==> config.mk <==
export PLATFORM = sky130hd
export DESIGN_NAME = execUnit
export DESIGN_NICKNAME = d
export VERILOG_FILES = /design/src/execPkg.sv /design/src/alu.sv /design/src/execUnit.sv /design/src/operandFetch.sv /design/src/regWriteBack.sv
export VERILOG_INCLUDE_DIRS = /design/src /design/src/src
export SDC_FILE = /design/constraint.sdc
export NUM_CORES = 2
export LEC_CHECK = 0
export ABC_AREA = 1
export BUFFER_PORTS_ARGS = -buffer_cell sky130_fd_sc_hd__buf_4
export CAP_MARGIN = 20
export CELL_PAD_IN_SITES_DETAIL_PLACEMENT = 1
export CELL_PAD_IN_SITES_GLOBAL_PLACEMENT = 1
export CORE_AREA = 5 5 281 283
export DETAILED_ROUTE_END_ITERATION = 10
export DIE_AREA = 0 0 286 288
export PLACE_DENSITY = 0.89
export REMOVE_ABC_BUFFERS = 1
export SKIP_CTS_REPAIR_TIMING = 1
export SLEW_MARGIN = 20
export SYNTH_ARGS = -nofsm -noshare
export SYNTH_HDL_FRONTEND = slang
export SYNTH_SLANG_ARGS = --single-unit
==> constraint.sdc <==
create_clock -name CLK -period 10.4 [get_ports CLK]
set_input_delay 1.04 -clock CLK [delete_from_list [all_inputs] [get_ports CLK]]
set_output_delay 1.04 -clock CLK [all_outputs]
set_load 0.005 [all_outputs]
==> src/execUnit_cfg.svh <==
`ifndef EXECUNIT_CFG_SVH
`define EXECUNIT_CFG_SVH

// byte swap and nibble rotates are written for a 16-bit word
`define DATA_BITS 16

`define REG_COUNT 16
`define REG_IDX_BITS 4 // log2 of REG_COUNT

`endif

==> src/execPkg.sv <==
`include "execUnit_cfg.svh"

package execPkg;

	typedef enum logic [4:0] {
		opMove  = 5'd0,
		opAdd   = 5'd1,
		opAdc   = 5'd2,
		opSub   = 5'd3,
		opSbb   = 5'd4,
		opAnd   = 5'd5,
		opOr    = 5'd6,
		opXor   = 5'd7,
		opMul   = 5'd8,  // low half of signed product
		opMulu  = 5'd9,  // high half of signed product
		opRrn   = 5'd10,
		opRln   = 5'd11,
		opCmp   = 5'd12,
		opTest  = 5'd13,
		opUmulu = 5'd14, // high half of unsigned product
		opBswap = 5'd15,
		opAsr   = 5'd16,
		opLsr   = 5'd17,
		opLsl   = 5'd18,
		opRolc  = 5'd19,
		opRorc  = 5'd20,
		opRol   = 5'd21,
		opRor   = 5'd22,
		opClc   = 5'd23,
		opStc   = 5'd24,
		opClz   = 5'd25,
		opStz   = 5'd26,
		opCls   = 5'd27,
		opSts   = 5'd28,
		opStf   = 5'd29, // store flags
		opRsf   = 5'd30, // restore flags
		opNop   = 5'd31
	} aluOpE;

	typedef struct packed {
		aluOpE                    op;
		logic [`REG_IDX_BITS-1:0] rd;     // destination, also operand A
		logic [`REG_IDX_BITS-1:0] rs;
		logic                     useImm;
		logic [`DATA_BITS-1:0]    imm;
	} instrT;

	typedef struct packed {
		logic v;
		logic s;
		logic c;
		logic z;
	} flagsT;

	// layout of the word written by store flags
	typedef struct packed {
		logic [`DATA_BITS-4:0] zero;
		logic                  s;
		logic                  c;
		logic                  z;
	} flagWordT;

	typedef union packed {
		logic [`DATA_BITS-1:0] data;
		flagWordT              flg;
	} operandU;

	typedef struct packed {
		aluOpE                    op;
		logic [`REG_IDX_BITS-1:0] rd;
		logic                     wrEn;
		operandU                  a;
		operandU                  b;
		logic                     valid;
	} aluReqT;

	typedef struct packed {
		logic                     valid;
		logic [`REG_IDX_BITS-1:0] rd;
		logic                     wrEn;
		operandU                  data;
	} aluResT;

	typedef struct packed {
		logic                     valid;
		logic [`REG_IDX_BITS-1:0] rd;
		logic [`DATA_BITS-1:0]    data;
	} commitT;

endpackage

==> src/alu.sv <==
`include "execUnit_cfg.svh"

module alu
	import execPkg::*;
(
	input  logic   CLK,
	input  logic   RSTb,
	input  aluReqT aluReq,
	output aluResT aluRes,
	output flagsT  flags
);

	logic [`DATA_BITS-1:0]          a;
	logic [`DATA_BITS-1:0]          b;
	logic                           aMsb;
	logic                           bMsb;
	logic [`DATA_BITS:0]            addW;
	logic [`DATA_BITS:0]            adcW;
	logic [`DATA_BITS:0]            subW;
	logic [`DATA_BITS:0]            sbbW;
	logic [`DATA_BITS:0]            arithW;
	logic                           isSub;
	logic signed [2*`DATA_BITS-1:0] sProd;
	logic [2*`DATA_BITS-1:0]        uProd;

	operandU resultNext;
	flagsT   flagsNext;
	logic    arithFlg;
	logic    logicFlg;
	logic    zeroFlg;

	logic                     resValid;
	logic [`REG_IDX_BITS-1:0] resRd;
	logic                     resWrEn;
	operandU                  resData;

	function automatic logic isZero(input logic [`DATA_BITS-1:0] v);
		return (v == '0);
	endfunction

	assign a = aluReq.a.data;
	assign b = aluReq.b.data;
	assign aMsb = a[`DATA_BITS-1];
	assign bMsb = b[`DATA_BITS-1];

	// top bit is carry out, or borrow for subtraction
	assign addW = {1'b0, a} + {1'b0, b};
	assign adcW = {1'b0, a} + {1'b0, b} + {{`DATA_BITS{1'b0}}, flags.c};
	assign subW = {1'b0, a} - {1'b0, b};
	assign sbbW = {1'b0, a} - {1'b0, b} - {{`DATA_BITS{1'b0}}, flags.c};

	assign sProd = $signed(a) * $signed(b);
	assign uProd = a * b;

	always_comb begin
		case (aluReq.op)
			opAdc: arithW = adcW;
			opSub, opCmp: arithW = subW;
			opSbb: arithW = sbbW;
			default: arithW = addW;
		endcase
	end

	assign isSub = (aluReq.op == opSub) || (aluReq.op == opSbb) || (aluReq.op == opCmp);

	always_comb begin
		flagsNext = flags; // flags hold unless the op says otherwise
		resultNext.data = '0;
		arithFlg = 1'b0;
		logicFlg = 1'b0;
		zeroFlg = 1'b0;

		case (aluReq.op)
			opMove: resultNext.data = b;
			opAdd, opAdc, opSub, opSbb: begin
				resultNext.data = arithW[`DATA_BITS-1:0];
				arithFlg = 1'b1;
			end
			opAnd: begin
				resultNext.data = a & b;
				logicFlg = 1'b1;
			end
			opOr: begin
				resultNext.data = a | b;
				logicFlg = 1'b1;
			end
			opXor: begin
				resultNext.data = a ^ b;
				logicFlg = 1'b1;
			end
			opMul: begin
				resultNext.data = sProd[`DATA_BITS-1:0];
				logicFlg = 1'b1;
			end
			opMulu: begin
				resultNext.data = sProd[2*`DATA_BITS-1:`DATA_BITS];
				logicFlg = 1'b1;
			end
			opRrn: resultNext.data = {a[3:0], a[`DATA_BITS-1:4]};
			opRln: resultNext.data = {a[`DATA_BITS-5:0], a[`DATA_BITS-1:`DATA_BITS-4]};
			opCmp: begin
				resultNext.data = a; // not written back
				arithFlg = 1'b1;
			end
			opTest: begin
				resultNext.data = a;
				flagsNext.z = isZero(a & b);
			end
			opUmulu: begin
				resultNext.data = uProd[2*`DATA_BITS-1:`DATA_BITS];
				logicFlg = 1'b1;
			end
			opBswap: resultNext.data = {a[7:0], a[`DATA_BITS-1:8]};
			opAsr: begin
				resultNext.data = {bMsb, b[`DATA_BITS-1:1]};
				zeroFlg = 1'b1;
			end
			opLsr: begin
				resultNext.data = {1'b0, b[`DATA_BITS-1:1]};
				zeroFlg = 1'b1;
			end
			opLsl: begin
				resultNext.data = {b[`DATA_BITS-2:0], 1'b0};
				zeroFlg = 1'b1;
			end
			opRolc: begin
				resultNext.data = {b[`DATA_BITS-2:0], flags.c};
				flagsNext.c = bMsb; // bit rotated out
			end
			opRorc: begin
				resultNext.data = {flags.c, b[`DATA_BITS-1:1]};
				flagsNext.c = b[0];
			end
			opRol: resultNext.data = {b[`DATA_BITS-2:0], bMsb};
			opRor: resultNext.data = {b[0], b[`DATA_BITS-1:1]};
			opClc: flagsNext.c = 1'b0;
			opStc: flagsNext.c = 1'b1;
			opClz: flagsNext.z = 1'b0;
			opStz: flagsNext.z = 1'b1;
			opCls: flagsNext.s = 1'b0;
			opSts: flagsNext.s = 1'b1;
			opStf: resultNext.flg = '{zero: '0, s: flags.s, c: flags.c, z: flags.z};
			opRsf: begin
				flagsNext.s = aluReq.b.flg.s;
				flagsNext.c = aluReq.b.flg.c;
				flagsNext.z = aluReq.b.flg.z;
			end
			default: ; // nop
		endcase

		if (arithFlg) begin
			flagsNext.c = arithW[`DATA_BITS];
			flagsNext.z = isZero(arithW[`DATA_BITS-1:0]);
			flagsNext.s = arithW[`DATA_BITS-1];
			// overflow when the result sign differs from A where it should not
			if (isSub) begin
				flagsNext.v = (aMsb ^ bMsb) & (aMsb ^ arithW[`DATA_BITS-1]);
			end else begin
				flagsNext.v = ~(aMsb ^ bMsb) & (aMsb ^ arithW[`DATA_BITS-1]);
			end
		end
		if (logicFlg) begin
			flagsNext.c = 1'b0;
			flagsNext.z = isZero(resultNext.data);
			flagsNext.s = resultNext.data[`DATA_BITS-1];
		end
		if (zeroFlg) begin
			flagsNext.z = isZero(resultNext.data);
		end
	end

	always_ff @(posedge CLK) begin
		if (!RSTb) begin
			resValid <= 1'b0;
			flags <= '0;
		end else begin
			resValid <= aluReq.valid;
			if (aluReq.valid) begin
				flags <= flagsNext;
			end
		end
	end

	always_ff @(posedge CLK) begin
		if (aluReq.valid) begin
			resRd <= aluReq.rd;
			resWrEn <= aluReq.wrEn;
			resData <= resultNext;
		end
	end

	assign aluRes = '{valid: resValid, rd: resRd, wrEn: resWrEn, data: resData};

endmodule

==> src/execUnit.sv <==
`include "execUnit_cfg.svh"

module execUnit
	import execPkg::*;
(
	input  logic   CLK,
	input  logic   RSTb,
	input  logic   issue,
	input  instrT  instr,
	output commitT commit,
	output flagsT  flags
);

	logic [`REG_IDX_BITS-1:0] rdAddrA;
	logic [`REG_IDX_BITS-1:0] rdAddrB;
	logic [`DATA_BITS-1:0]    rdDataA;
	logic [`DATA_BITS-1:0]    rdDataB;
	aluReqT                   aluReq;
	aluResT                   aluRes;

	// fetch stage, reads operands and forwards
	operandFetch uFetch (
		.CLK     (CLK),
		.RSTb    (RSTb),
		.issue   (issue),
		.instr   (instr),
		.rdAddrA (rdAddrA),
		.rdAddrB (rdAddrB),
		.rdDataA (rdDataA),
		.rdDataB (rdDataB),
		.aluRes  (aluRes),
		.aluReq  (aluReq)
	);

	alu uAlu (
		.CLK    (CLK),
		.RSTb   (RSTb),
		.aluReq (aluReq),
		.aluRes (aluRes),
		.flags  (flags)
	);

	// register file and commit report
	regWriteBack uWriteBack (
		.CLK     (CLK),
		.RSTb    (RSTb),
		.aluRes  (aluRes),
		.rdAddrA (rdAddrA),
		.rdAddrB (rdAddrB),
		.rdDataA (rdDataA),
		.rdDataB (rdDataB),
		.commit  (commit)
	);

endmodule

==> src/operandFetch.sv <==
`include "execUnit_cfg.svh"

module operandFetch
	import execPkg::*;
(
	input  logic                     CLK,
	input  logic                     RSTb,
	input  logic                     issue,
	input  instrT                    instr,
	output logic [`REG_IDX_BITS-1:0] rdAddrA,
	output logic [`REG_IDX_BITS-1:0] rdAddrB,
	input  logic [`DATA_BITS-1:0]    rdDataA,
	input  logic [`DATA_BITS-1:0]    rdDataB,
	input  aluResT                   aluRes,
	output aluReqT                   aluReq
);

	logic    fetchValid;
	instrT   fetchInstr;
	logic    fwdA;
	logic    fwdB;
	logic    wrEn;
	operandU opA;
	operandU opB;

	always_ff @(posedge CLK) begin
		if (!RSTb) begin
			fetchValid <= 1'b0;
		end else begin
			fetchValid <= issue; // no back-pressure, one slot
		end
	end

	always_ff @(posedge CLK) begin
		if (issue) begin
			fetchInstr <= instr;
		end
	end

	assign rdAddrA = fetchInstr.rd;
	assign rdAddrB = fetchInstr.rs;

	// result one ahead has not reached the register file yet
	assign fwdA = aluRes.valid & aluRes.wrEn & (aluRes.rd == fetchInstr.rd);
	assign fwdB = aluRes.valid & aluRes.wrEn & (aluRes.rd == fetchInstr.rs);

	always_comb begin
		opA.data = fwdA ? aluRes.data.data : rdDataA;
		if (fetchInstr.useImm) begin
			opB.data = fetchInstr.imm;
		end else begin
			opB.data = fwdB ? aluRes.data.data : rdDataB;
		end
	end

	always_comb begin
		case (fetchInstr.op)
			opCmp, opTest, opRsf, opNop: wrEn = 1'b0;
			opClc, opStc, opClz, opStz: wrEn = 1'b0;
			opCls, opSts: wrEn = 1'b0; // flag-only ops
			default: wrEn = 1'b1;
		endcase
	end

	assign aluReq = '{
		op:    fetchInstr.op,
		rd:    fetchInstr.rd,
		wrEn:  wrEn,
		a:     opA,
		b:     opB,
		valid: fetchValid
	};

endmodule

==> src/regWriteBack.sv <==
`include "execUnit_cfg.svh"

module regWriteBack
	import execPkg::*;
(
	input  logic                     CLK,
	input  logic                     RSTb,
	input  aluResT                   aluRes,
	input  logic [`REG_IDX_BITS-1:0] rdAddrA,
	input  logic [`REG_IDX_BITS-1:0] rdAddrB,
	output logic [`DATA_BITS-1:0]    rdDataA,
	output logic [`DATA_BITS-1:0]    rdDataB,
	output commitT                   commit
);

	logic [`DATA_BITS-1:0]    regFile [`REG_COUNT];
	logic                     wrHit;
	logic                     commitValid;
	logic [`REG_IDX_BITS-1:0] commitRd;
	logic [`DATA_BITS-1:0]    commitData;

	assign wrHit = aluRes.valid & aluRes.wrEn;

	always_ff @(posedge CLK) begin
		if (!RSTb) begin
			for (int i = 0; i < `REG_COUNT; i++) begin
				regFile[i] <= '0;
			end
		end else if (wrHit) begin
			regFile[aluRes.rd] <= aluRes.data.data;
		end
	end

	// read ports see the old value during the write cycle
	assign rdDataA = regFile[rdAddrA];
	assign rdDataB = regFile[rdAddrB];

	always_ff @(posedge CLK) begin
		if (!RSTb) begin
			commitValid <= 1'b0;
		end else begin
			commitValid <= wrHit; // single-cycle pulse per write
		end
	end

	always_ff @(posedge CLK) begin
		if (wrHit) begin
			commitRd <= aluRes.rd;
			commitData <= aluRes.data.data;
		end
	end

	assign commit = '{valid: commitValid, rd: commitRd, data: commitData};

endmodule
==> qor.csv <==
stage;metric;value;unit
setup_path;Critical Path RT;10.88;ns
logic_synthesis;syn avg cell area;7.836;um^2
logic_synthesis;Post-synth top cells;nand2_1, inv_1, nor2_1;
drt;DR WL met2;73160;um
finish;Layout area overhead;6.174;%
drt;Vias;36240;
die;Starting Density;49.44;%
sta;Final Skew;0.04137;ns
setup_path;reg2reg setup slack;0.34;ns
logic_synthesis;synth warn;0;
setup_path;R2R Path End;uAlu.flags[0];
sta;min Tclk post-route;10.06;ns
clock_network;Reg clk slew, reported paths;0.07;ns
logic_synthesis;Post-synth EDFFs;327;
drt;1st-iter DRT viols;4736;
worst_hold_path;class of the worst hold path;reg -> reg;
placed_design;worst slack, placed;0.5128;ns
clock_network;TritonCTS Buffers;35;
clock_network;Max H-tree Level;2;
global_route;aggregate global-route resource usage;38.86;%
die;die width;286;um
logic_synthesis;distinct cell type count after synthesis;64;
sta;unrepaired setup endpoints after global routing;no;
sta;endpoints failing hold;0;
sta;Slew @ Worst Pin;1.036;ns
logic_synthesis;Mapped Cells;4823;
sta;period utilization;96.74;%
setup_path;critical path type;reg -> reg;
drt;routed wl met3;17170;um
drt;Detail Route Antenna Nets;0;
setup_path;Crit Path Max Fanout;58;
sta;Final WS setup;0.3386;ns
setup_path;max incr delay on CP;0.72;ns
sta;Slew Limit Fails;0;
die;FP Rows;102;
sta;FMAX;99.39;MHz
logic_synthesis;register area share after synthesis;26.78;%
setup_path;slowest CP cell;dfxtp_4;
drt;drt total wl;163400;um
placed_design;IO buf count;57;
global_route;initial antenna violation count;2;
finish;Fill cells;9409;
global_route;first-pass GRT wire length;239800;um
drt;top layer in use;met4;
sta;Worst slew margin;30.80;%
die;Die Area;82370;um^2
clock_network;CTS sink cnt;342;
finish;# nets final;5393;
drt;met1 wire length;58140;um
global_route;vias in the first global route;38000;
setup_path;cell mode on critical path;inv_1;
logic_synthesis;most numerous cell in the Yosys netlist;nand2_1;
logic_synthesis;synth top area cells;edfxtp_1, fa_1, nand2_1;
finish;final core utilization;52.49;%
sta;setup violators final;0;
drt;vias per cell;6.245;
drt;DRC;0;
logic_synthesis;fraction of registers with async set/reset;0;%
clock_network;TritonCTS clock tree;done;
status;status;finished clean;
clock_network;worst-skew pair later-pin latency;0.56;ns
setup_path;Worst Setup Start Kind;flop;
logic_synthesis;synthesized area;37790;um^2
die;# IOs;58;
run;max_cap viols;0;
clock_network;CTS Root Cell;clkbuf_16;
logic_synthesis;Synth Flop Type;edfxtp_1;
finish;share of layout cells above drive strength 1;7.250;%
global_route;largest net degree at the start of global routing;121;
sta;setup tns final;0;ns
drt;wire per inst;28.16;um
drt;TritonRoute pass-1 iters;8;
die;Die Ht;288;um
setup_path;cell depth of the worst flop-to-flop path;37;
die;core area;76450;um^2
placed_design;hpwl dp;125200;um
clock_network;Max clock buf depth;3;
placed_design;gpl congestion;1.061;
setup_path;Critical Path AT;10.54;ns
logic_synthesis;Yosys reg bits;342;
setup_path;Worst setup EP type;flop;
logic_synthesis;top-area cell type share of the netlist area;25.98;%
setup_path;Critical Path Sink;uAlu.flags[0];
logic_synthesis;leading area contributor after synthesis;edfxtp_1;
global_route;GRT overflow;0;
-- how the worst min path moves through the flow --
| stage | start | to | slack (ns) | cells past startpoint |
|---|---|---|---|---|
| floorplan | uAlu.resData[0] | uWriteBack.commitData[0] | 0.43 | 0 |
| global placement | uAlu.resData[4] | uWriteBack.commitData[4] | 0.44 | 0 |
| detailed placement | uAlu.resData[4] | uWriteBack.commitData[4] | 0.44 | 0 |
| CTS | uAlu.resData[4] | uWriteBack.commitData[4] | 0.46 | 0 |
| global route | uAlu.resData[4] | uWriteBack.commitData[4] | 0.48 | 0 |
| finish | uAlu.resData[4] | uWriteBack.commitData[4] | 0.46 | 0 |
-- state kept, by name, summed over array words and instances (netlist names), 5 cells and up, named ones only --
name / cells
uFetch.aluReq: 5
uFetch.fetchInstr: 17
uWriteBack.commitData: 16
uAlu.resData: 16
uWriteBack.regFile: 256
-- kinds of logic after synthesis --
logic type / after synthesis / share of synthesized area (%)
AOI/OAI and AO/OA: 632 / 9.690
adders and majority gates: 572 / 26.23
and+or+nand+nor: 2128 / 24.14
buffers and inverters: 1115 / 12.33
xor gates and xnor gates: 29 / 0.6919
DFF: 342 / 26.78
muxes: 5 / 0.1490
-- cell usage in the layout (no fill, tap or decap), types with 10 or more instances in the layout --
master	n
clkinv_2	10
nand3_2	10
nand3b_1	16
o21ai_0	206
fa_1	367
ha_1	205
edfxtp_1	327
clkbuf_16	35
o22ai_1	23
dfxtp_1	11
nor2_2	18
o211ai_1	113
inv_1	845
nand2_1	875
o21ai_1	23
nor3_1	30
a21oi_1	212
buf_4	136
nand4_1	46
xor2_1	16
xnor2_1	12
nand2_2	33
inv_2	28
nand3_1	405
clkinv_1	25
nor2_1	653
-- worst max-delay path: cells and delay by family, from the launching register on --
kind,cells,cell delay [ns]
AOI/OAI and AO/OA,8,1.95
adders and majority gates,7,3.59
buffers and inverters,9,1.75
DFF,1,0.72
and+or+nand+nor,13,1.86
-- per-stage QoR --
step                hold slack [ns]  instances  area (um^2)
finish                       0.4601       5803        40130
global route                 0.4782       5802        40120
CTS                          0.4591       5801        40110
detailed placement           0.4433       5738        38920
global placement             0.4428       5738        38920
floorplan                    0.4349       4607        36520
-- routing by layer --
layer | vias to the layer above | GRT usage (%)
met3 | 727 | 7.411
met4 | 0 | 27.10
met1 | 17840 | 47.38
met2 | 2396 | 62.38
li1 | 15280 | -
met5 | - | 0
-- area by class of cell --
type / instances / area [um^2] / area share (%)
timing repair buffer: 144 / 1167 / 2.909
clock inverter: 21 / 260.3 / 0.6486
clock buffer: 42 / 922.1 / 2.298
sequential: 342 / 10130 / 25.26
tap: 988 / 1236 / 3.081
multi-input combinational: 3366 / 23020 / 57.38
inverter: 899 / 3381 / 8.425
antenna: 1 / 2.502 / 0.006236
Power is not shown: default switching activity piles up to over one toggle a cycle in this logic, so the estimate is an artifact.
